[src/source/cpu_pkg.sv]
package cpu_pkg;

	// datapath and instruction word width
	localparam int WORD_W = 16;
	// eight general registers
	localparam int REG_W = 3;

	//////////////////////////////////////////////////////////////////////
	// opcodes, top five bits of every instruction
	//////////////////////////////////////////////////////////////////////

	// all-zero word is a nop
	localparam logic [4:0] OP_NOP   = 5'd0;
	// R format
	localparam logic [4:0] OP_ADDU  = 5'd1;
	localparam logic [4:0] OP_SUBU  = 5'd2;
	localparam logic [4:0] OP_AND   = 5'd3;
	localparam logic [4:0] OP_OR    = 5'd4;
	localparam logic [4:0] OP_SLT   = 5'd5;
	// I format
	localparam logic [4:0] OP_ADDIU = 5'd6;
	localparam logic [4:0] OP_LW    = 5'd7;
	localparam logic [4:0] OP_SW    = 5'd8;
	localparam logic [4:0] OP_BEQZ  = 5'd9;

	// one word, two field layouts
	typedef union packed {
		// rd = rs op rt
		struct packed {
			logic [4:0]       opcode;
			logic [REG_W-1:0] rd;
			logic [REG_W-1:0] rs;
			logic [REG_W-1:0] rt;
			logic [1:0]       spare;
		} r;
		// rx is dest or store data, ry is base or branch operand
		struct packed {
			logic [4:0]       opcode;
			logic [REG_W-1:0] rx;
			logic [REG_W-1:0] ry;
			logic [4:0]       imm;
		} i;
	} instr_t;

	// alu function select, decode to execute
	localparam logic [2:0] ALU_ADD = 3'd0;
	localparam logic [2:0] ALU_SUB = 3'd1;
	localparam logic [2:0] ALU_AND = 3'd2;
	localparam logic [2:0] ALU_OR  = 3'd3;
	localparam logic [2:0] ALU_SLT = 3'd4;

endpackage

[src/source/hazard_if.sv]
`timescale 1ns/1ns

interface hazard_if
	import cpu_pkg::*;
();

	// from hazard unit
	logic              stall_pc;
	logic              stall_if;
	logic              bubble_id;
	// branch resolved in decode
	logic              branch_taken;
	logic [WORD_W-1:0] branch_target;

	modport ctrl (
		output stall_pc,
		output stall_if,
		output bubble_id
	);

	modport fetch (
		input stall_pc,
		input stall_if,
		input branch_taken,
		input branch_target
	);

	modport decode (
		input  bubble_id,
		output branch_taken,
		output branch_target
	);

endinterface

[src/source/fetch_stage.sv]
`timescale 1ns/1ns

module fetch_stage
	import cpu_pkg::*;
#(
	parameter logic [WORD_W-1:0] PC_RESET = '0
) (
	input  logic              clk,
	input  logic              reset_i,
	hazard_if.fetch           hz,
	output logic [WORD_W-1:0] imem_addr_o,
	input  logic [WORD_W-1:0] imem_data_i,
	output logic [WORD_W-1:0] instr_o,
	output logic [WORD_W-1:0] pc_next_o
);

	logic [WORD_W-1:0] pc_q;
	logic [WORD_W-1:0] pc_inc;

	// imem answers in the same cycle
	assign imem_addr_o = pc_q;
	assign pc_inc      = pc_q + 1'b1;

	// pc
	always_ff @(posedge clk) begin
		if (reset_i) begin
			pc_q <= PC_RESET;
		end else if (hz.branch_taken) begin
			// redirect, never raised together with a stall
			pc_q <= hz.branch_target;
		end else if (!hz.stall_pc) begin
			pc_q <= pc_inc;
		end
	end

	// IF/ID instruction
	// taken branch kills the wrong-path fetch
	always_ff @(posedge clk) begin
		if (reset_i || hz.branch_taken) begin
			instr_o <= {OP_NOP, {(WORD_W-5){1'b0}}};
		end else if (!hz.stall_if) begin
			instr_o <= imem_data_i;
		end
	end

	// IF/ID pc+1, base of beqz target
	always_ff @(posedge clk) begin
		if (!hz.stall_if) begin
			pc_next_o <= pc_inc;
		end
	end

endmodule

[src/source/register_file.sv]
`timescale 1ns/1ns

module register_file
	import cpu_pkg::*;
(
	input  logic              clk,
	input  logic              reset_i,
	input  logic [REG_W-1:0]  rd_a_idx_i,
	input  logic [REG_W-1:0]  rd_b_idx_i,
	output logic [WORD_W-1:0] rd_a_o,
	output logic [WORD_W-1:0] rd_b_o,
	input  logic              wr_en_i,
	input  logic [REG_W-1:0]  wr_idx_i,
	input  logic [WORD_W-1:0] wr_data_i
);

	logic [WORD_W-1:0] regs_q [2**REG_W];

	// no hardwired zero, all eight writable
	always_ff @(posedge clk) begin
		if (reset_i) begin
			for (int k = 0; k < 2**REG_W; k++) begin
				regs_q[k] <= '0;
			end
		end else if (wr_en_i) begin
			regs_q[wr_idx_i] <= wr_data_i;
		end
	end

	// write-through, wb value seen by decode in the same cycle
	assign rd_a_o = (wr_en_i && wr_idx_i == rd_a_idx_i) ? wr_data_i : regs_q[rd_a_idx_i];
	assign rd_b_o = (wr_en_i && wr_idx_i == rd_b_idx_i) ? wr_data_i : regs_q[rd_b_idx_i];

endmodule

[src/source/decode_stage.sv]
`timescale 1ns/1ns

module decode_stage
	import cpu_pkg::*;
(
	input  logic              clk,
	input  logic              reset_i,
	hazard_if.decode          hz,
	input  instr_t            instr_i,
	input  logic [WORD_W-1:0] pc_next_i,
	// EX/MEM alu result, for beqz
	input  logic              fwd_en_i,
	input  logic [REG_W-1:0]  fwd_idx_i,
	input  logic [WORD_W-1:0] fwd_data_i,
	// register file write port
	input  logic              wb_en_i,
	input  logic [REG_W-1:0]  wb_idx_i,
	input  logic [WORD_W-1:0] wb_data_i,
	// to hazard unit
	output logic [REG_W-1:0]  src_a_idx_o,
	output logic [REG_W-1:0]  src_b_idx_o,
	output logic              is_branch_o,
	// ID/EX
	output logic [2:0]        alu_op_o,
	output logic [WORD_W-1:0] op_a_o,
	output logic [WORD_W-1:0] op_b_o,
	output logic              imm_sel_o,
	output logic [REG_W-1:0]  src_a_o,
	output logic [REG_W-1:0]  src_b_o,
	output logic [WORD_W-1:0] store_data_o,
	output logic [REG_W-1:0]  dst_o,
	output logic              reg_write_o,
	output logic              mem_read_o,
	output logic              mem_write_o
);

	logic              is_r;
	logic              reg_write;
	logic              mem_read;
	logic              mem_write;
	logic [2:0]        alu_op;
	logic [REG_W-1:0]  dst;
	logic [WORD_W-1:0] imm_ext;
	logic [WORD_W-1:0] rf_a;
	logic [WORD_W-1:0] rf_b;
	logic [WORD_W-1:0] ry_val;

	//////////////////////////////////////////////////////////////////////
	// control decode
	//////////////////////////////////////////////////////////////////////

	always_comb begin
		is_r        = 1'b0;
		reg_write   = 1'b0;
		mem_read    = 1'b0;
		mem_write   = 1'b0;
		is_branch_o = 1'b0;
		case (instr_i.r.opcode)
			OP_ADDU, OP_SUBU, OP_AND, OP_OR, OP_SLT: begin
				is_r      = 1'b1;
				reg_write = 1'b1;
			end
			OP_ADDIU: begin
				reg_write = 1'b1;
			end
			OP_LW: begin
				reg_write = 1'b1;
				mem_read  = 1'b1;
			end
			OP_SW: begin
				mem_write = 1'b1;
			end
			OP_BEQZ: begin
				is_branch_o = 1'b1;
			end
			// nop and unused codes do nothing
			OP_NOP: begin
			end
			default: begin
			end
		endcase
		// I format always adds
		case (instr_i.r.opcode)
			OP_SUBU: alu_op = ALU_SUB;
			OP_AND:  alu_op = ALU_AND;
			OP_OR:   alu_op = ALU_OR;
			OP_SLT:  alu_op = ALU_SLT;
			default: alu_op = ALU_ADD;
		endcase
	end

	// sign-extended 5-bit immediate
	assign imm_ext = {{(WORD_W-5){instr_i.i.imm[4]}}, instr_i.i.imm};

	// port a: rs or ry (base, addend, branch operand)
	assign src_a_idx_o = is_r ? instr_i.r.rs : instr_i.i.ry;
	// port b: rt, rx for sw, else ry again so no false match
	assign src_b_idx_o = is_r ? instr_i.r.rt : (mem_write ? instr_i.i.rx : instr_i.i.ry);
	assign dst         = is_r ? instr_i.r.rd : instr_i.i.rx;

	register_file _regfile (
		.clk        (clk),
		.reset_i    (reset_i),
		.rd_a_idx_i (src_a_idx_o),
		.rd_b_idx_i (src_b_idx_o),
		.rd_a_o     (rf_a),
		.rd_b_o     (rf_b),
		.wr_en_i    (wb_en_i),
		.wr_idx_i   (wb_idx_i),
		.wr_data_i  (wb_data_i)
	);

	//////////////////////////////////////////////////////////////////////
	// beqz, resolved here
	//////////////////////////////////////////////////////////////////////

	// producer in EX/MEM wins, wb handled by file bypass
	assign ry_val = (fwd_en_i && fwd_idx_i == src_a_idx_o) ? fwd_data_i : rf_a;

	// no redirect while held for an operand
	assign hz.branch_taken  = is_branch_o && ry_val == '0 && !hz.bubble_id;
	assign hz.branch_target = pc_next_i + imm_ext;

	// ID/EX control, bubble is a nop
	always_ff @(posedge clk) begin
		if (reset_i || hz.bubble_id) begin
			reg_write_o <= 1'b0;
			mem_read_o  <= 1'b0;
			mem_write_o <= 1'b0;
		end else begin
			reg_write_o <= reg_write;
			mem_read_o  <= mem_read;
			mem_write_o <= mem_write;
		end
	end

	// ID/EX payload
	always_ff @(posedge clk) begin
		alu_op_o     <= alu_op;
		op_a_o       <= rf_a;
		op_b_o       <= imm_ext;
		imm_sel_o    <= !is_r;
		src_a_o      <= src_a_idx_o;
		src_b_o      <= src_b_idx_o;
		store_data_o <= rf_b;
		dst_o        <= dst;
	end

endmodule

[src/source/execute_stage.sv]
`timescale 1ns/1ns

module execute_stage
	import cpu_pkg::*;
(
	input  logic              clk,
	input  logic              reset_i,
	// ID/EX
	input  logic [2:0]        alu_op_i,
	input  logic [WORD_W-1:0] op_a_i,
	input  logic [WORD_W-1:0] op_b_i,
	input  logic              imm_sel_i,
	input  logic [REG_W-1:0]  src_a_i,
	input  logic [REG_W-1:0]  src_b_i,
	input  logic [WORD_W-1:0] store_data_i,
	input  logic [REG_W-1:0]  dst_i,
	input  logic              reg_write_i,
	input  logic              mem_read_i,
	input  logic              mem_write_i,
	// MEM/WB forward
	input  logic              wb_en_i,
	input  logic [REG_W-1:0]  wb_idx_i,
	input  logic [WORD_W-1:0] wb_data_i,
	// EX/MEM
	output logic [WORD_W-1:0] alu_res_o,
	output logic [WORD_W-1:0] store_data_o,
	output logic [REG_W-1:0]  dst_o,
	output logic              reg_write_o,
	output logic              mem_read_o,
	output logic              mem_write_o
);

	logic [WORD_W-1:0] a_fwd;
	logic [WORD_W-1:0] b_fwd;
	logic [WORD_W-1:0] alu_b;
	logic [WORD_W-1:0] alu_res;

	// younger producer first: EX/MEM, then MEM/WB, then ID/EX copy
	// a lw in EX/MEM never reaches here, load-use stall
	function automatic logic [WORD_W-1:0] pick_operand(
		input logic [REG_W-1:0]  idx,
		input logic [WORD_W-1:0] id_val
	);
		if (reg_write_o && dst_o == idx) begin
			return alu_res_o;
		end else if (wb_en_i && wb_idx_i == idx) begin
			return wb_data_i;
		end
		return id_val;
	endfunction

	always_comb begin
		a_fwd = pick_operand(src_a_i, op_a_i);
		// port b also carries sw data
		b_fwd = pick_operand(src_b_i, store_data_i);
	end

	assign alu_b = imm_sel_i ? op_b_i : b_fwd;

	// alu
	always_comb begin
		case (alu_op_i)
			ALU_SUB: alu_res = a_fwd - alu_b;
			ALU_AND: alu_res = a_fwd & alu_b;
			ALU_OR:  alu_res = a_fwd | alu_b;
			// signed compare, 1 or 0
			ALU_SLT: alu_res = {{(WORD_W-1){1'b0}}, $signed(a_fwd) < $signed(alu_b)};
			default: alu_res = a_fwd + alu_b;
		endcase
	end

	// EX/MEM control
	always_ff @(posedge clk) begin
		if (reset_i) begin
			reg_write_o <= 1'b0;
			mem_read_o  <= 1'b0;
			mem_write_o <= 1'b0;
		end else begin
			reg_write_o <= reg_write_i;
			mem_read_o  <= mem_read_i;
			mem_write_o <= mem_write_i;
		end
	end

	// EX/MEM payload
	always_ff @(posedge clk) begin
		alu_res_o    <= alu_res;
		store_data_o <= b_fwd;
		dst_o        <= dst_i;
	end

endmodule

[src/source/memory_writeback.sv]
`timescale 1ns/1ns

module memory_writeback
	import cpu_pkg::*;
(
	input  logic              clk,
	input  logic              reset_i,
	// EX/MEM
	input  logic [WORD_W-1:0] alu_res_i,
	input  logic [WORD_W-1:0] store_data_i,
	input  logic [REG_W-1:0]  dst_i,
	input  logic              reg_write_i,
	input  logic              mem_read_i,
	input  logic              mem_write_i,
	// data memory
	output logic [WORD_W-1:0] dmem_addr_o,
	output logic [WORD_W-1:0] dmem_wdata_o,
	output logic              dmem_we_o,
	output logic              dmem_re_o,
	input  logic [WORD_W-1:0] dmem_rdata_i,
	// MEM/WB, also register file write
	output logic              wb_en_o,
	output logic [REG_W-1:0]  wb_idx_o,
	output logic [WORD_W-1:0] wb_data_o
);

	// alu result is the effective address
	assign dmem_addr_o  = alu_res_i;
	assign dmem_wdata_o = store_data_i;
	// write lands at the edge closing this cycle
	assign dmem_we_o    = mem_write_i;
	assign dmem_re_o    = mem_read_i;

	always_ff @(posedge clk) begin
		if (reset_i) begin
			wb_en_o <= 1'b0;
		end else begin
			wb_en_o <= reg_write_i;
		end
	end

	// wb mux ahead of the register, load data or alu
	always_ff @(posedge clk) begin
		wb_idx_o  <= dst_i;
		wb_data_o <= mem_read_i ? dmem_rdata_i : alu_res_i;
	end

endmodule

[src/source/hazard_unit.sv]
`timescale 1ns/1ns

module hazard_unit
	import cpu_pkg::*;
(
	input  logic             clk,
	input  logic             reset_i,
	hazard_if.ctrl           hz,
	// instruction in ID
	input  logic [REG_W-1:0] src_a_idx_i,
	input  logic [REG_W-1:0] src_b_idx_i,
	input  logic             id_is_branch_i,
	// instruction in EX
	input  logic [REG_W-1:0] idex_dst_i,
	input  logic             idex_write_i,
	input  logic             idex_load_i,
	// instruction in MEM
	input  logic [REG_W-1:0] exmem_dst_i,
	input  logic             exmem_load_i
);

	logic load_use;
	logic branch_ex;
	logic branch_mem;
	logic stall;

	// lw result not ready for a consumer right behind it
	assign load_use = idex_load_i &&
		(idex_dst_i == src_a_idx_i || idex_dst_i == src_b_idx_i);
	// beqz needs ry in decode, producer still in EX
	assign branch_ex = id_is_branch_i && idex_write_i && idex_dst_i == src_a_idx_i;
	// lw in MEM, data only via file bypass next cycle
	assign branch_mem = id_is_branch_i && exmem_load_i && exmem_dst_i == src_a_idx_i;

	// each stall leaves a bubble in ID/EX
	// worst case lw then beqz holds two cycles
	assign stall = load_use || branch_ex || branch_mem;

	// freeze front end, nop into ID/EX
	assign hz.stall_pc  = stall;
	assign hz.stall_if  = stall;
	assign hz.bubble_id = stall;

endmodule

[src/source/cpu_top.sv]
`timescale 1ns/1ns

module cpu_top
	import cpu_pkg::*;
#(
	parameter logic [WORD_W-1:0] PC_RESET = '0
) (
	input  logic              clk,
	input  logic              reset_i,
	// instruction memory
	output logic [WORD_W-1:0] imem_addr_o,
	input  logic [WORD_W-1:0] imem_data_i,
	// data memory
	output logic [WORD_W-1:0] dmem_addr_o,
	output logic [WORD_W-1:0] dmem_wdata_o,
	output logic              dmem_we_o,
	output logic              dmem_re_o,
	input  logic [WORD_W-1:0] dmem_rdata_i,
	// retirement, same as register file write
	output logic              wb_en_o,
	output logic [REG_W-1:0]  wb_reg_o,
	output logic [WORD_W-1:0] wb_data_o
);

	// stall, bubble and redirect
	hazard_if hz ();

	//////////////////////////////////////////////////////////////////////
	// IF, IF/ID
	//////////////////////////////////////////////////////////////////////

	logic [WORD_W-1:0] instr_ifid;
	logic [WORD_W-1:0] pc_next_ifid;

	fetch_stage #(
		.PC_RESET (PC_RESET)
	) _fetch (
		.clk         (clk),
		.reset_i     (reset_i),
		.hz          (hz),
		.imem_addr_o (imem_addr_o),
		.imem_data_i (imem_data_i),
		.instr_o     (instr_ifid),
		.pc_next_o   (pc_next_ifid)
	);

	//////////////////////////////////////////////////////////////////////
	// ID, ID/EX
	//////////////////////////////////////////////////////////////////////

	// sources of the instruction in ID
	logic [REG_W-1:0]  src_a_idx_id;
	logic [REG_W-1:0]  src_b_idx_id;
	logic              is_branch_id;
	// ID/EX
	logic [2:0]        alu_op_idex;
	logic [WORD_W-1:0] op_a_idex;
	logic [WORD_W-1:0] op_b_idex;
	logic              imm_sel_idex;
	logic [REG_W-1:0]  src_a_idex;
	logic [REG_W-1:0]  src_b_idex;
	logic [WORD_W-1:0] store_data_idex;
	logic [REG_W-1:0]  dst_idex;
	logic              reg_write_idex;
	logic              mem_read_idex;
	logic              mem_write_idex;
	// EX/MEM
	logic [WORD_W-1:0] alu_res_exmem;
	logic [WORD_W-1:0] store_data_exmem;
	logic [REG_W-1:0]  dst_exmem;
	logic              reg_write_exmem;
	logic              mem_read_exmem;
	logic              mem_write_exmem;

	decode_stage _decode (
		.clk          (clk),
		.reset_i      (reset_i),
		.hz           (hz),
		.instr_i      (instr_ifid),
		.pc_next_i    (pc_next_ifid),
		.fwd_en_i     (reg_write_exmem),
		.fwd_idx_i    (dst_exmem),
		.fwd_data_i   (alu_res_exmem),
		.wb_en_i      (wb_en_o),
		.wb_idx_i     (wb_reg_o),
		.wb_data_i    (wb_data_o),
		.src_a_idx_o  (src_a_idx_id),
		.src_b_idx_o  (src_b_idx_id),
		.is_branch_o  (is_branch_id),
		.alu_op_o     (alu_op_idex),
		.op_a_o       (op_a_idex),
		.op_b_o       (op_b_idex),
		.imm_sel_o    (imm_sel_idex),
		.src_a_o      (src_a_idex),
		.src_b_o      (src_b_idex),
		.store_data_o (store_data_idex),
		.dst_o        (dst_idex),
		.reg_write_o  (reg_write_idex),
		.mem_read_o   (mem_read_idex),
		.mem_write_o  (mem_write_idex)
	);

	//////////////////////////////////////////////////////////////////////
	// EX, MEM, WB
	//////////////////////////////////////////////////////////////////////

	execute_stage _execute (
		.clk          (clk),
		.reset_i      (reset_i),
		.alu_op_i     (alu_op_idex),
		.op_a_i       (op_a_idex),
		.op_b_i       (op_b_idex),
		.imm_sel_i    (imm_sel_idex),
		.src_a_i      (src_a_idex),
		.src_b_i      (src_b_idex),
		.store_data_i (store_data_idex),
		.dst_i        (dst_idex),
		.reg_write_i  (reg_write_idex),
		.mem_read_i   (mem_read_idex),
		.mem_write_i  (mem_write_idex),
		.wb_en_i      (wb_en_o),
		.wb_idx_i     (wb_reg_o),
		.wb_data_i    (wb_data_o),
		.alu_res_o    (alu_res_exmem),
		.store_data_o (store_data_exmem),
		.dst_o        (dst_exmem),
		.reg_write_o  (reg_write_exmem),
		.mem_read_o   (mem_read_exmem),
		.mem_write_o  (mem_write_exmem)
	);

	memory_writeback _mem_wb (
		.clk          (clk),
		.reset_i      (reset_i),
		.alu_res_i    (alu_res_exmem),
		.store_data_i (store_data_exmem),
		.dst_i        (dst_exmem),
		.reg_write_i  (reg_write_exmem),
		.mem_read_i   (mem_read_exmem),
		.mem_write_i  (mem_write_exmem),
		.dmem_addr_o  (dmem_addr_o),
		.dmem_wdata_o (dmem_wdata_o),
		.dmem_we_o    (dmem_we_o),
		.dmem_re_o    (dmem_re_o),
		.dmem_rdata_i (dmem_rdata_i),
		.wb_en_o      (wb_en_o),
		.wb_idx_o     (wb_reg_o),
		.wb_data_o    (wb_data_o)
	);

	// load-use and branch operand hazards
	hazard_unit _hazard (
		.clk            (clk),
		.reset_i        (reset_i),
		.hz             (hz),
		.src_a_idx_i    (src_a_idx_id),
		.src_b_idx_i    (src_b_idx_id),
		.id_is_branch_i (is_branch_id),
		.idex_dst_i     (dst_idex),
		.idex_write_i   (reg_write_idex),
		.idex_load_i    (mem_read_idex),
		.exmem_dst_i    (dst_exmem),
		.exmem_load_i   (mem_read_exmem)
	);

endmodule

[config.mk]
export PLATFORM = sky130hd
export DESIGN_NAME = cpu_top
export DESIGN_NICKNAME = d
export VERILOG_FILES = /design/src/source/cpu_pkg.sv /design/src/source/hazard_if.sv /design/src/source/fetch_stage.sv /design/src/source/register_file.sv /design/src/source/decode_stage.sv /design/src/source/execute_stage.sv /design/src/source/memory_writeback.sv /design/src/source/hazard_unit.sv /design/src/source/cpu_top.sv
export SDC_FILE = /design/constraint.sdc
export NUM_CORES = 1
export LEC_CHECK = 0
export BUFFER_PORTS_ARGS = -buffer_cell sky130_fd_sc_hd__buf_2
export CORE_ASPECT_RATIO = 1.25
export CORE_MARGIN = 1
export CORE_UTILIZATION = 40
export DETAILED_ROUTE_END_ITERATION = 8
export PLACE_DENSITY = 0.67
export REMOVE_ABC_BUFFERS = 1
export SKIP_LAST_GASP = 1
export SLEW_MARGIN = 20
export SYNTH_ARGS = -nofsm -noshare
export SYNTH_HDL_FRONTEND = slang
export SYNTH_SLANG_ARGS = --single-unit
[constraint.sdc]
create_clock -name clk -period 3.79 [get_ports clk]
set_clock_uncertainty 0.05 [all_clocks]
set_input_delay 0.379 -clock clk [delete_from_list [all_inputs] [get_ports clk]]
set_output_delay 0.379 -clock clk [all_outputs]
set_load 0.05 [all_outputs]
# Yosys cells after proc, flatten, opt, wreduce, memory -nomap -nowiden
# Memories as Yosys holds them, arrays and structs flattened. A register that Yosys moved wholly into a read port is not among the register bits.
# Index checks and enable logic that the tools add are counted.
[op_classes]
add_sub_neg = 4
n_lt_le_gt_ge = 1
n_eq_ne = 23
n_mux = 36
n_bitwise = 2
reduce_logical = 25
[op_table]
columns = ["cell", "n"]
rows = [
  ["16-bit 2-to-1 mux", 14],
  ["16-bit case mux with 4 select lines", 1],
  ["16-bit adder", 2],
  ["3-bit == test", 9],
  ["5-bit by 3-bit == test with 1-bit output (second input constant)", 4],
  ["16-bit by 1-bit adder with 16-bit output (second input constant)", 1],
  ["16-bit AND", 1],
  ["16-bit logical NOT", 1],
  ["16-bit < comparator", 1],
  ["16-bit OR", 1],
  ["16-bit OR reduction", 1],
  ["16-bit subtractor", 1],
  ["1-bit 2-to-1 mux", 15],
  ["3-bit 2-to-1 mux", 5],
  ["1-bit logical AND", 14],
  ["3-bit case mux with 4 select lines", 1],
  ["5-bit by 2-bit == test with 1-bit output (second input constant)", 2],
  ["5-bit by 4-bit == test with 1-bit output (second input constant)", 2],
  ["7-bit OR reduction", 1],
  ["3-bit by 2-bit == test with 1-bit output (second input constant)", 2],
  ["5-bit by 1-bit == test with 1-bit output (second input constant)", 1],
  ["1-bit logical OR", 5],
  ["5-bit OR reduction", 1],
  ["3-bit by 1-bit == test with 1-bit output (second input constant)", 1],
  ["3 further kinds", 4],
]
[totals]
register_bits = 159
ramBits = 128
input_bits = 34
output_inout_bits = 70
n_memories = 1
[mem_list]
columns = ["name", "words", "word_bits", "rd", "rd_ports_with_merged_regs", "wr", "line_no", "source"]
rows = [
  ["_decode._regfile.regs_q", 8, 16, 2, 1, 8, "register_file.sv:17", "logic [WORD_W-1:0] regs_q [2**REG_W];"],
]

# Depth between registers and ports, before layout
# Gate-level depths: netlist of the first run.
[depth]
depth_word = 13
ltp_mapped = 19

# By module
# A second synthesis of the first run with hierarchy kept.
[unflattened]
hier_cells = 1528
area_unflattened_um2 = 17295.3
[by_module_without_submodules]
columns = ["module", "instances", "cells_per_inst", "area_per_inst_um2", "seq_area_each_um2"]
rows = [
  ["register_file", 1, 445, 7453.4, 3843.7],
  ["execute_stage", 1, 568, 4384.2, 760.7],
  ["fetch_stage", 1, 215, 2218.4, 1121.1],
  ["decode_stage", 1, 210, 2199.6, 1061.0],
  ["memory_writeback", 1, 73, 910.9, 400.4],
  ["hazard_unit", 1, 17, 128.9, 0.0],
]

# Worst setup path after synthesis of the first run
# Ideal clock, no wire load.
[synth_timing]
kind = "register to register"
startpoint = "register _mem_wb.wb_idx_o[0]"
endpoint = "register _execute.alu_res_o[15]"
setup_time_ns = 0.126
t_arrival_ns = 4.401
setup_slack_ns = -0.787
stages_incl_launch_ff = 19
synth_period_minus_slack_ns = 4.577
cell_sequence = "dfxtp_1 clkbuf_1 xnor2_1 nand4_1 clkbuf_1 mux2i_1 a21oi_1 mux2i_1 ha_1 clkbuf_1 nor2_1 nor2_1 a2111oi_0 o41ai_1 a21oi_1 o21bai_1 a21oi_1 mux2i_1 nand3_1"
[synth_between]
elab_chain_cells = 8
elab_cells_between_ends = 16
[synth_lines]
columns = ["item", "line_no", "source"]
rows = [
  ["start, declared", "memory_writeback.sv:23", "output logic [REG_W-1:0] wb_idx_o,"],
  ["start signal, assigned", "memory_writeback.sv:44", "wb_idx_o <= dst_i;"],
  ["3-bit == test *", "execute_stage.sv:46", "end else if (wb_en_i && wb_idx_i == idx) begin"],
  ["1-bit logical AND *", "execute_stage.sv:46", ""],
  ["1-bit 2-to-1 mux *", "execute_stage.sv:46", ""],
  ["1-bit 2-to-1 mux *", "execute_stage.sv:44", "if (reg_write_o && dst_o == idx) begin"],
  ["16-bit 2-to-1 mux *", "execute_stage.sv:49", "return id_val;"],
  ["named net _execute.b_fwd[3]", "execute_stage.sv:34", "logic [WORD_W-1:0] b_fwd;"],
  ["16-bit 2-to-1 mux *", "execute_stage.sv:58", "assign alu_b = imm_sel_i ? op_b_i : b_fwd;"],
  ["16-bit adder or 16-bit subtractor (tied branches)", "execute_stage.sv:68, execute_stage.sv:63", ""],
  ["16-bit case mux with 4 select lines *", "execute_stage.sv:62", "case (alu_op_i)"],
  ["named net _execute.alu_res[15]", "execute_stage.sv:36", "logic [WORD_W-1:0] alu_res;"],
  ["end signal, assigned", "execute_stage.sv:87", "alu_res_o <= alu_res;"],
  ["end, declared", "execute_stage.sv:25", "output logic [WORD_W-1:0] alu_res_o,"],
]
# The timed path passes the listed nets; every way through them passes the cells marked *.
# A chain may end at the register's enable or synchronous reset.

# Worst setup path in the final report of the first run
[layout_timing]
startpoint = "register _mem_wb.wb_idx_o[0]"
endpoint = "register _execute.alu_res_o[8]"
[layout_between]
elab_chain_cells = 8
elab_cells_between_ends = 16
[layout_lines]
columns = ["item", "line_no", "source"]
rows = [
  ["3-bit == test", "execute_stage.sv:46", ""],
  ["1-bit logical AND", "execute_stage.sv:46", ""],
  ["1-bit 2-to-1 mux", "execute_stage.sv:46", ""],
  ["1-bit 2-to-1 mux", "execute_stage.sv:44", ""],
  ["16-bit 2-to-1 mux", "execute_stage.sv:49", ""],
  ["16-bit 2-to-1 mux", "execute_stage.sv:58", ""],
  ["16-bit adder (tied with other cells)", "execute_stage.sv:68", "default: alu_res = a_fwd + alu_b;"],
  ["16-bit case mux with 4 select lines *", "execute_stage.sv:62", ""],
  ["named net _execute.alu_res[8]", "execute_stage.sv:36", ""],
]
# Marks and branches as above.

==> run summary, run 1 <==
Outcome = finished, final reports clean
Non-Filler Instances = 2394
Register bit total from synthesis = 290
Antenna-violating nets left = 0
Worst-path clk slew = 0.06 ns
Asr flop ratio synth = 0%
Critical path required time = 4.25 ns
M1 GR Usage = 26.98%
Via-to-Cell Ratio = 5.501
Avg Synthesized Cell Area = 9.909 um^2
CTS tree = built
Met2 Resource Use GR = 40.80%
Main flop type after synthesis = dfxtp_1
First-pass GRT wire length = 73290 um
Crit Path Category = register to register
Final WL = 47920 um
Synthesized area = 16430 um^2
Sequential share of the synthesized area = 44.11%
Relative slew slack = 30.42%
# nets final = 1923
DRT iter0 DRCs = 1040
H-tree Lvls = 1
Final Cycle Share = 96.07%
Final Slew Violations = 0
Fmax = 274.6 MHz
RSZ-0062 raised after global routing = true
Final Core Density = 49.09%
WL/cell = 20.02 um
Setup crit start kind = register
Post-Synthesis Cells = 1658
Initial antenna violation count = 0
Post-synth cell types = 74
Largest net degree at the start of global routing = 67
DRC viols = 0
CP Capture Type = register
Die Height = 228.6 um
Total chip power = 10.58 mW
Core ar. = 40320 um^2
Final setup fails = 0
Layout cell share with drive strength beyond 1 = 24.31%
I/O Pins = 104
CTS sink cnt = 290
Initial cell density of the core = 40.75%
Total GRT Usage = 22.42%
Maximum vdd drop = 0.4615 mV
CTS buffer count = 31
Placed cell count = 2302
CP Max Fanout = 13
I/O Buffers = 103
Synth cell count leaders = dfxtp_1 (146), edfxtp_1 (144), and2_1 (133)
Cell taking the most area after synthesis = edfxtp_1
Post-synth top area share = 26.32%
DP HPWL = 33120 um
Vias in the first global route = 12990
Top-count cell post-synth = dfxtp_1
Clock root buffer = clkbuf_16
Synth Warn # = 0
Area Overhead vs Synth = 20.47%
Worst Max-Slew Pin Slew = 1.043 ns
Pre-CTS setup slack = -0.1979 ns
Clk_lat worst skew = 0.58 ns
DR vias = 13170
Drt first pass iters = 6
Pwr/cell area = 534.5 nW/um^2
Grt ovf = 0
Crit path DAT = 4.10 ns
Die Width = 183.3 um
Total die area = 41890 um^2
FP Rows = 82
Max-Cap Viols = 0
Final worst slack = 0.1488 ns
GPL Wtd Cong = 0.9370
Synth area leaders = edfxtp_1 (26%), dfxtp_1 (18%), mux2i_1 (6.6%), and2_1 (5.1%), ha_1 (4.9%)
Leakage power total = 8.464 nW
Met3 Use GR = 2.342%
Clk buf depth = 3
Worst hold path class = primary input to register
Minimum clock period = 3.641 ns
Final number of hold-violating endpoints = 0
EDFF count, synth = 144
Grt peak-use layer = met2
## sequential cells by signal, indices dropped and copies added, names as in the netlist, 5 cells and up, named ones only
signal	count
_decode.op_b_o	5
_fetch.imem_addr_o	16
_fetch.instr_o	16
_decode.store_data_o	16
_decode.op_a_o	16
_mem_wb.wb_data_o	16
_decode._regfile.regs_q	128
_fetch.pc_next_o	16
_execute.store_data_o	16
_execute.alu_res_o	16
## cells by family (layout without fill, tap and decap cells)
group / after synthesis / in the layout / share of synthesized area (%)
adders and majority gates: 67 / 67 / 5.240
buffers and inverters: 193 / 382 / 4.828
muxes: 188 / 188 / 13.98
xor gates and xnor gates: 57 / 57 / 3.039
other: 0 / 1 / 0
AOI/OAI and AO/OA: 345 / 345 / 13.11
DFF: 290 / 290 / 44.11
and+or+nand+nor: 518 / 518 / 15.70
## final timing paths
check                      start               endpoint  slack, ns  depth (start not counted)
max          _mem_wb.wb_idx_o[0]  _execute.alu_res_o[8]       0.15                         22
min              dmem_rdata_i[7]   _mem_wb.wb_data_o[7]       0.02                          2
max reg2reg  _mem_wb.wb_idx_o[0]  _execute.alu_res_o[8]       0.15                         22
min reg2reg    _fetch.instr_o[0]      _decode.op_b_o[0]       0.32                          0
## critical path: stages, from the launching register on
cell and delay [ns]:
dfxtp_1 0.32, xnor2_1 0.17, nand4_1 0.13, buf_4 0.17
buf_4 0.14, buf_12 0.15, mux2i_1 0.15, nand2_1 0.07
o21ai_1 0.14, o21a_1 0.21, buf_4 0.13, inv_1 0.03
ha_1 0.25, nor3_2 0.19, a21oi_2 0.11, buf_4 0.14
buf_4 0.12, buf_4 0.12, buf_4 0.12, a21o_1 0.19
a22oi_1 0.20, o22ai_1 0.11, a21oi_1 0.15
## where the power goes
group          internal (mW)  switching (mW)  total (mW)
Clock                   1.83            1.31        3.14
Combinational           1.20            2.20        3.40
Sequential              3.64           0.395        4.04
## final cells by class
cell class / instances / area, um^2
repair buffers: 243 / 1709
flip-flops and latches: 290 / 7254
multi-input cells: 1175 / 8781
clock buffers: 40 / 870.8
inverters: 81 / 304.0
clock inverters: 18 / 187.7
diodes: 1 / 2.502
fillers: 3623 / 20530
well taps: 546 / 683.2
## cells in the final DEF (no fill, tap or decap), types with 62 or more instances in the layout
master    instances
mux2i_1         106
nor2_1          120
dfxtp_1         140
buf_2           103
o21ai_0          62
nand2_1         109
edfxtp_1        144
inv_1            78
a21oi_1         102
buf_4           118
and2_1          133
## per-layer routing
layer,up-vias,part of all wire (%),routed length (um)
met2,404,52,24770
met4,0,3.3,1571
li1,6232,-,-
met3,103,4.9,2342
met5,-,0,0
met1,6431,40,19240
## timing repair
item / 4_1_cts / 5_1_grt
buffers inserted: 5 / 15
setup endpoints to repair: 6 / 9
cloned: 0 / 1
pin swaps: 7 / 39
resized for setup: 11 / 77
endpoints found under the hold margin: 12 / 0
hold buffers: 12 / 0
## metrics by stage
stage | hold slack, ns | area, um^2 | setup TNS [ns]
after floorplan | 0.3005 | 15940 | -107.61
after global placement | 0.3138 | 18070 | -0.2070
after detailed placement | 0.3160 | 18070 | -0.4152
after CTS | 0.003750 | 19320 | -0.001355
after global routing | 0.006697 | 19790 | -0.1122
final | 0.01671 | 19790 | 0
No activity file was read; power rests on OpenSTA's default activity.
==> run 2, diff against run 1 <==
--- a/config.mk
+++ b/config.mk
@@ -8,9 +8,9 @@
 export BUFFER_PORTS_ARGS = -buffer_cell sky130_fd_sc_hd__buf_2
 export CORE_ASPECT_RATIO = 1.25
 export CORE_MARGIN = 1
-export CORE_UTILIZATION = 40
+export CORE_UTILIZATION = 35
 export DETAILED_ROUTE_END_ITERATION = 8
-export PLACE_DENSITY = 0.67
+export PLACE_DENSITY = 0.61
 export REMOVE_ABC_BUFFERS = 1
 export SKIP_LAST_GASP = 1
 export SLEW_MARGIN = 20
==> run 2 against run 1 <==
  * Worst hold slack got worse by 0.0033 ns
  * Flip-flop and latch count unchanged
  * First-iteration DRC count shrank 11%
  * Worst setup slack lost 0.091 ns
  * Cell count is 1.4% higher
  * Maximum frequency fell by 2.4%
  * Sequential share of layout area is 0.24 points higher
  * Routed wire length rose by 4.4%
  * Clock power down 3%
  * Combinational power barely moved
==> run summary, run 2 (synthesized netlist as in run 1, its figures left out) <==
Area Overhead vs Synth = 19.80%
Die Width = 195.8 um
Vias in the first global route = 13200
First-pass GRT wire length = 75710 um
Crit Path Category = register to register
Clk_lat worst skew = 0.59 ns
Via-to-Cell Ratio = 5.345
Minimum clock period = 3.732 ns
Maximum vdd drop = 0.4075 mV
Critical Path, Cell by Cell = buf_4 -> xnor2_1 -> nand4_1 -> nor2_1 -> a21oi_2 -> mux2_4 -> buf_4 -> ha_2 -> fa_2 -> o21bai_1 -> a21o_1 -> a21o_1 -> a31oi_4 -> o21bai_1 -> a21oi_2 -> a221o_1 -> a22oi_1
R2R Path Start = _decode.src_b_o[2]
Non-Filler Instances = 2428
Pwr/cell area = 532.1 nW/um^2
FP Rows = 88
H-tree Lvls = 1
Clk buf depth = 3
CP Max Fanout = 3
Commonest non-fill, non-tap cells in the layout = edfxtp_1 (144), dfxtp_1 (136), and2_1 (133)
CTS tree = built
Grt ovf = 0
DP HPWL = 35100 um
Max reg flops = 128
Relative slew slack = 27.98%
Total die area = 47820 um^2
Fmax = 268.0 MHz
Critical path origin = _decode.src_b_o[2]
I/O Buffers = 103
Critical path required time = 4.25 ns
Worst r2r path cells = 17
Worst Max-Slew Pin Slew = 1.079 ns
Kind of cell adding the most delay to the critical path = compound AO/OA/AOI/OAI gates
Top reg by flops = _decode._regfile.regs_q
Max-Cap Viols = 0
WL/cell = 20.60 um
Worst hold path class = primary input to register
Total GRT Usage = 20.53%
GPL Wtd Cong = 0.9311
Hold_ws = 0.01346 ns
Initial antenna violation count = 0
Worst hold endpoint = _fetch.instr_o[9]
Final number of hold-violating endpoints = 0
WP buf/inv = 2
Core ar. = 46240 um^2
Outcome = finished, final reports clean
Antenna-violating nets left = 0
Final setup fails = 0
CP Capture Type = register
CTS buffer count = 31
Placed cell count = 2348
Max stage delay cell, worst path = fa_2
ANT cells = 0
Clock root buffer = clkbuf_16
Worst-path clk slew = 0.06 ns
Reg-to-Reg End = _execute.alu_res_o[10]
CTS sink cnt = 290
CP peak stage delay = 0.40 ns
Crit path DAT = 4.19 ns
# nets final = 1920
Largest net degree at the start of global routing = 67
Drt first pass iters = 5
DRT iter0 DRCs = 922
Die Height = 244.2 um
Layout cell share with drive strength beyond 1 = 23.82%
R2r setup slk = 0.06 ns
I/O Pins = 104
Final Slew Violations = 0
Initial cell density of the core = 35.53%
Setup crit start kind = register
DRC viols = 0
Leakage power total = 8.404 nW
Hold path start = imem_data_i[9]
Commonest non-fill, non-tap cell in the layout = edfxtp_1
RSZ-0062 raised after global routing = true
Final WL = 50010 um
Hold depth = 3
Final Cycle Share = 98.46%
DR vias = 12980
[run 2: cell count changes in the layout (fill, tap and decap cells not counted), sizes merged]
cell         delta
dlygate4sd3     -1
diode           -1
bufinv          -1
buf             -2
clkbuf          +1
clkinvlp        -2
clkinv          +4
inv             -3
[run 2: how the worst max path moves through the flow]
stage | to | slack (ns) | cells after the start
6_report | _execute.alu_res_o[10] | 0.06 | 17
5_1_grt | _execute.alu_res_o[15] | -0.11 | 20
4_1_cts | _execute.alu_res_o[15] | 0.01 | 19
3_5_place_dp | _execute.alu_res_o[15] | -0.17 | 18
3_3_place_gp | _execute.alu_res_o[12] | 0.009 | 18
2_1_floorplan | _fetch.imem_addr_o[15] | -1.87 | 10
[run 2: worst min-delay path: stages]
cell     delay [ns]
buf_2          0.10
nand3_1        0.05
a21oi_1        0.06
[run 2: power by group]
| part | total [mW] | leakage (nW) | switching, mW | internal [mW] |
|---|---|---|---|---|
| logic | 3.41 | 5.18 | 2.23 | 1.19 |
| clock network | 3.05 | 0.488 | 1.33 | 1.72 |
| registers | 4.01 | 2.73 | 0.372 | 3.64 |
| total | 10.5 | 8.40 | 3.92 | 6.55 |
[run 2: routing by layer]
metal  share of wire, %  routed length, um  up-vias  global-route usage [%]
met1                 40              19830     6283                   23.58
li1                   -                  -     6237                       -
met3                4.2               2098      118                   2.345
met2                 51              25700      339                   37.53
met4                4.8               2388        0                   10.27
met5                  0                  0        -                       0
[run 2: metrics by stage]
step / setup TNS (ns) / setup slack, ns / area, um^2 / util (%) / total power [mW]
after floorplan: -107.61 / -1.869 / 15940 / - / 6.029
after detailed placement: -0.4572 / -0.1748 / 18160 / 39.27 / 7.264
after global routing: -0.3303 / -0.1084 / 19680 / 42.56 / 10.90
after global placement: 0 / 0.009121 / 18160 / 39.27 / 7.233
after CTS: 0 / 0.01077 / 19270 / 41.66 / 10.32
final: 0 / 0.05825 / 19680 / 42.56 / 10.47
[run 2: cell type report]
type                       instances  area (um^2)
fill                            4418        26560
clock buffer                      41        854.6
inverter                          81        304.0
sequential                       290         7262
clock inverter                    16        141.4
multi-input combinational       1175         8738
timing repair buffer             240         1650
tap                              585        732.0
[run 2: what timing repair did]
item,4_1_cts,5_1_grt
resized for setup,4,69
pin swaps,1,29
endpoints found under the setup margin,6,10
cloned,0,1
hold endpoints to repair,10,1
hold buffers,10,1
buffers inserted,0,11
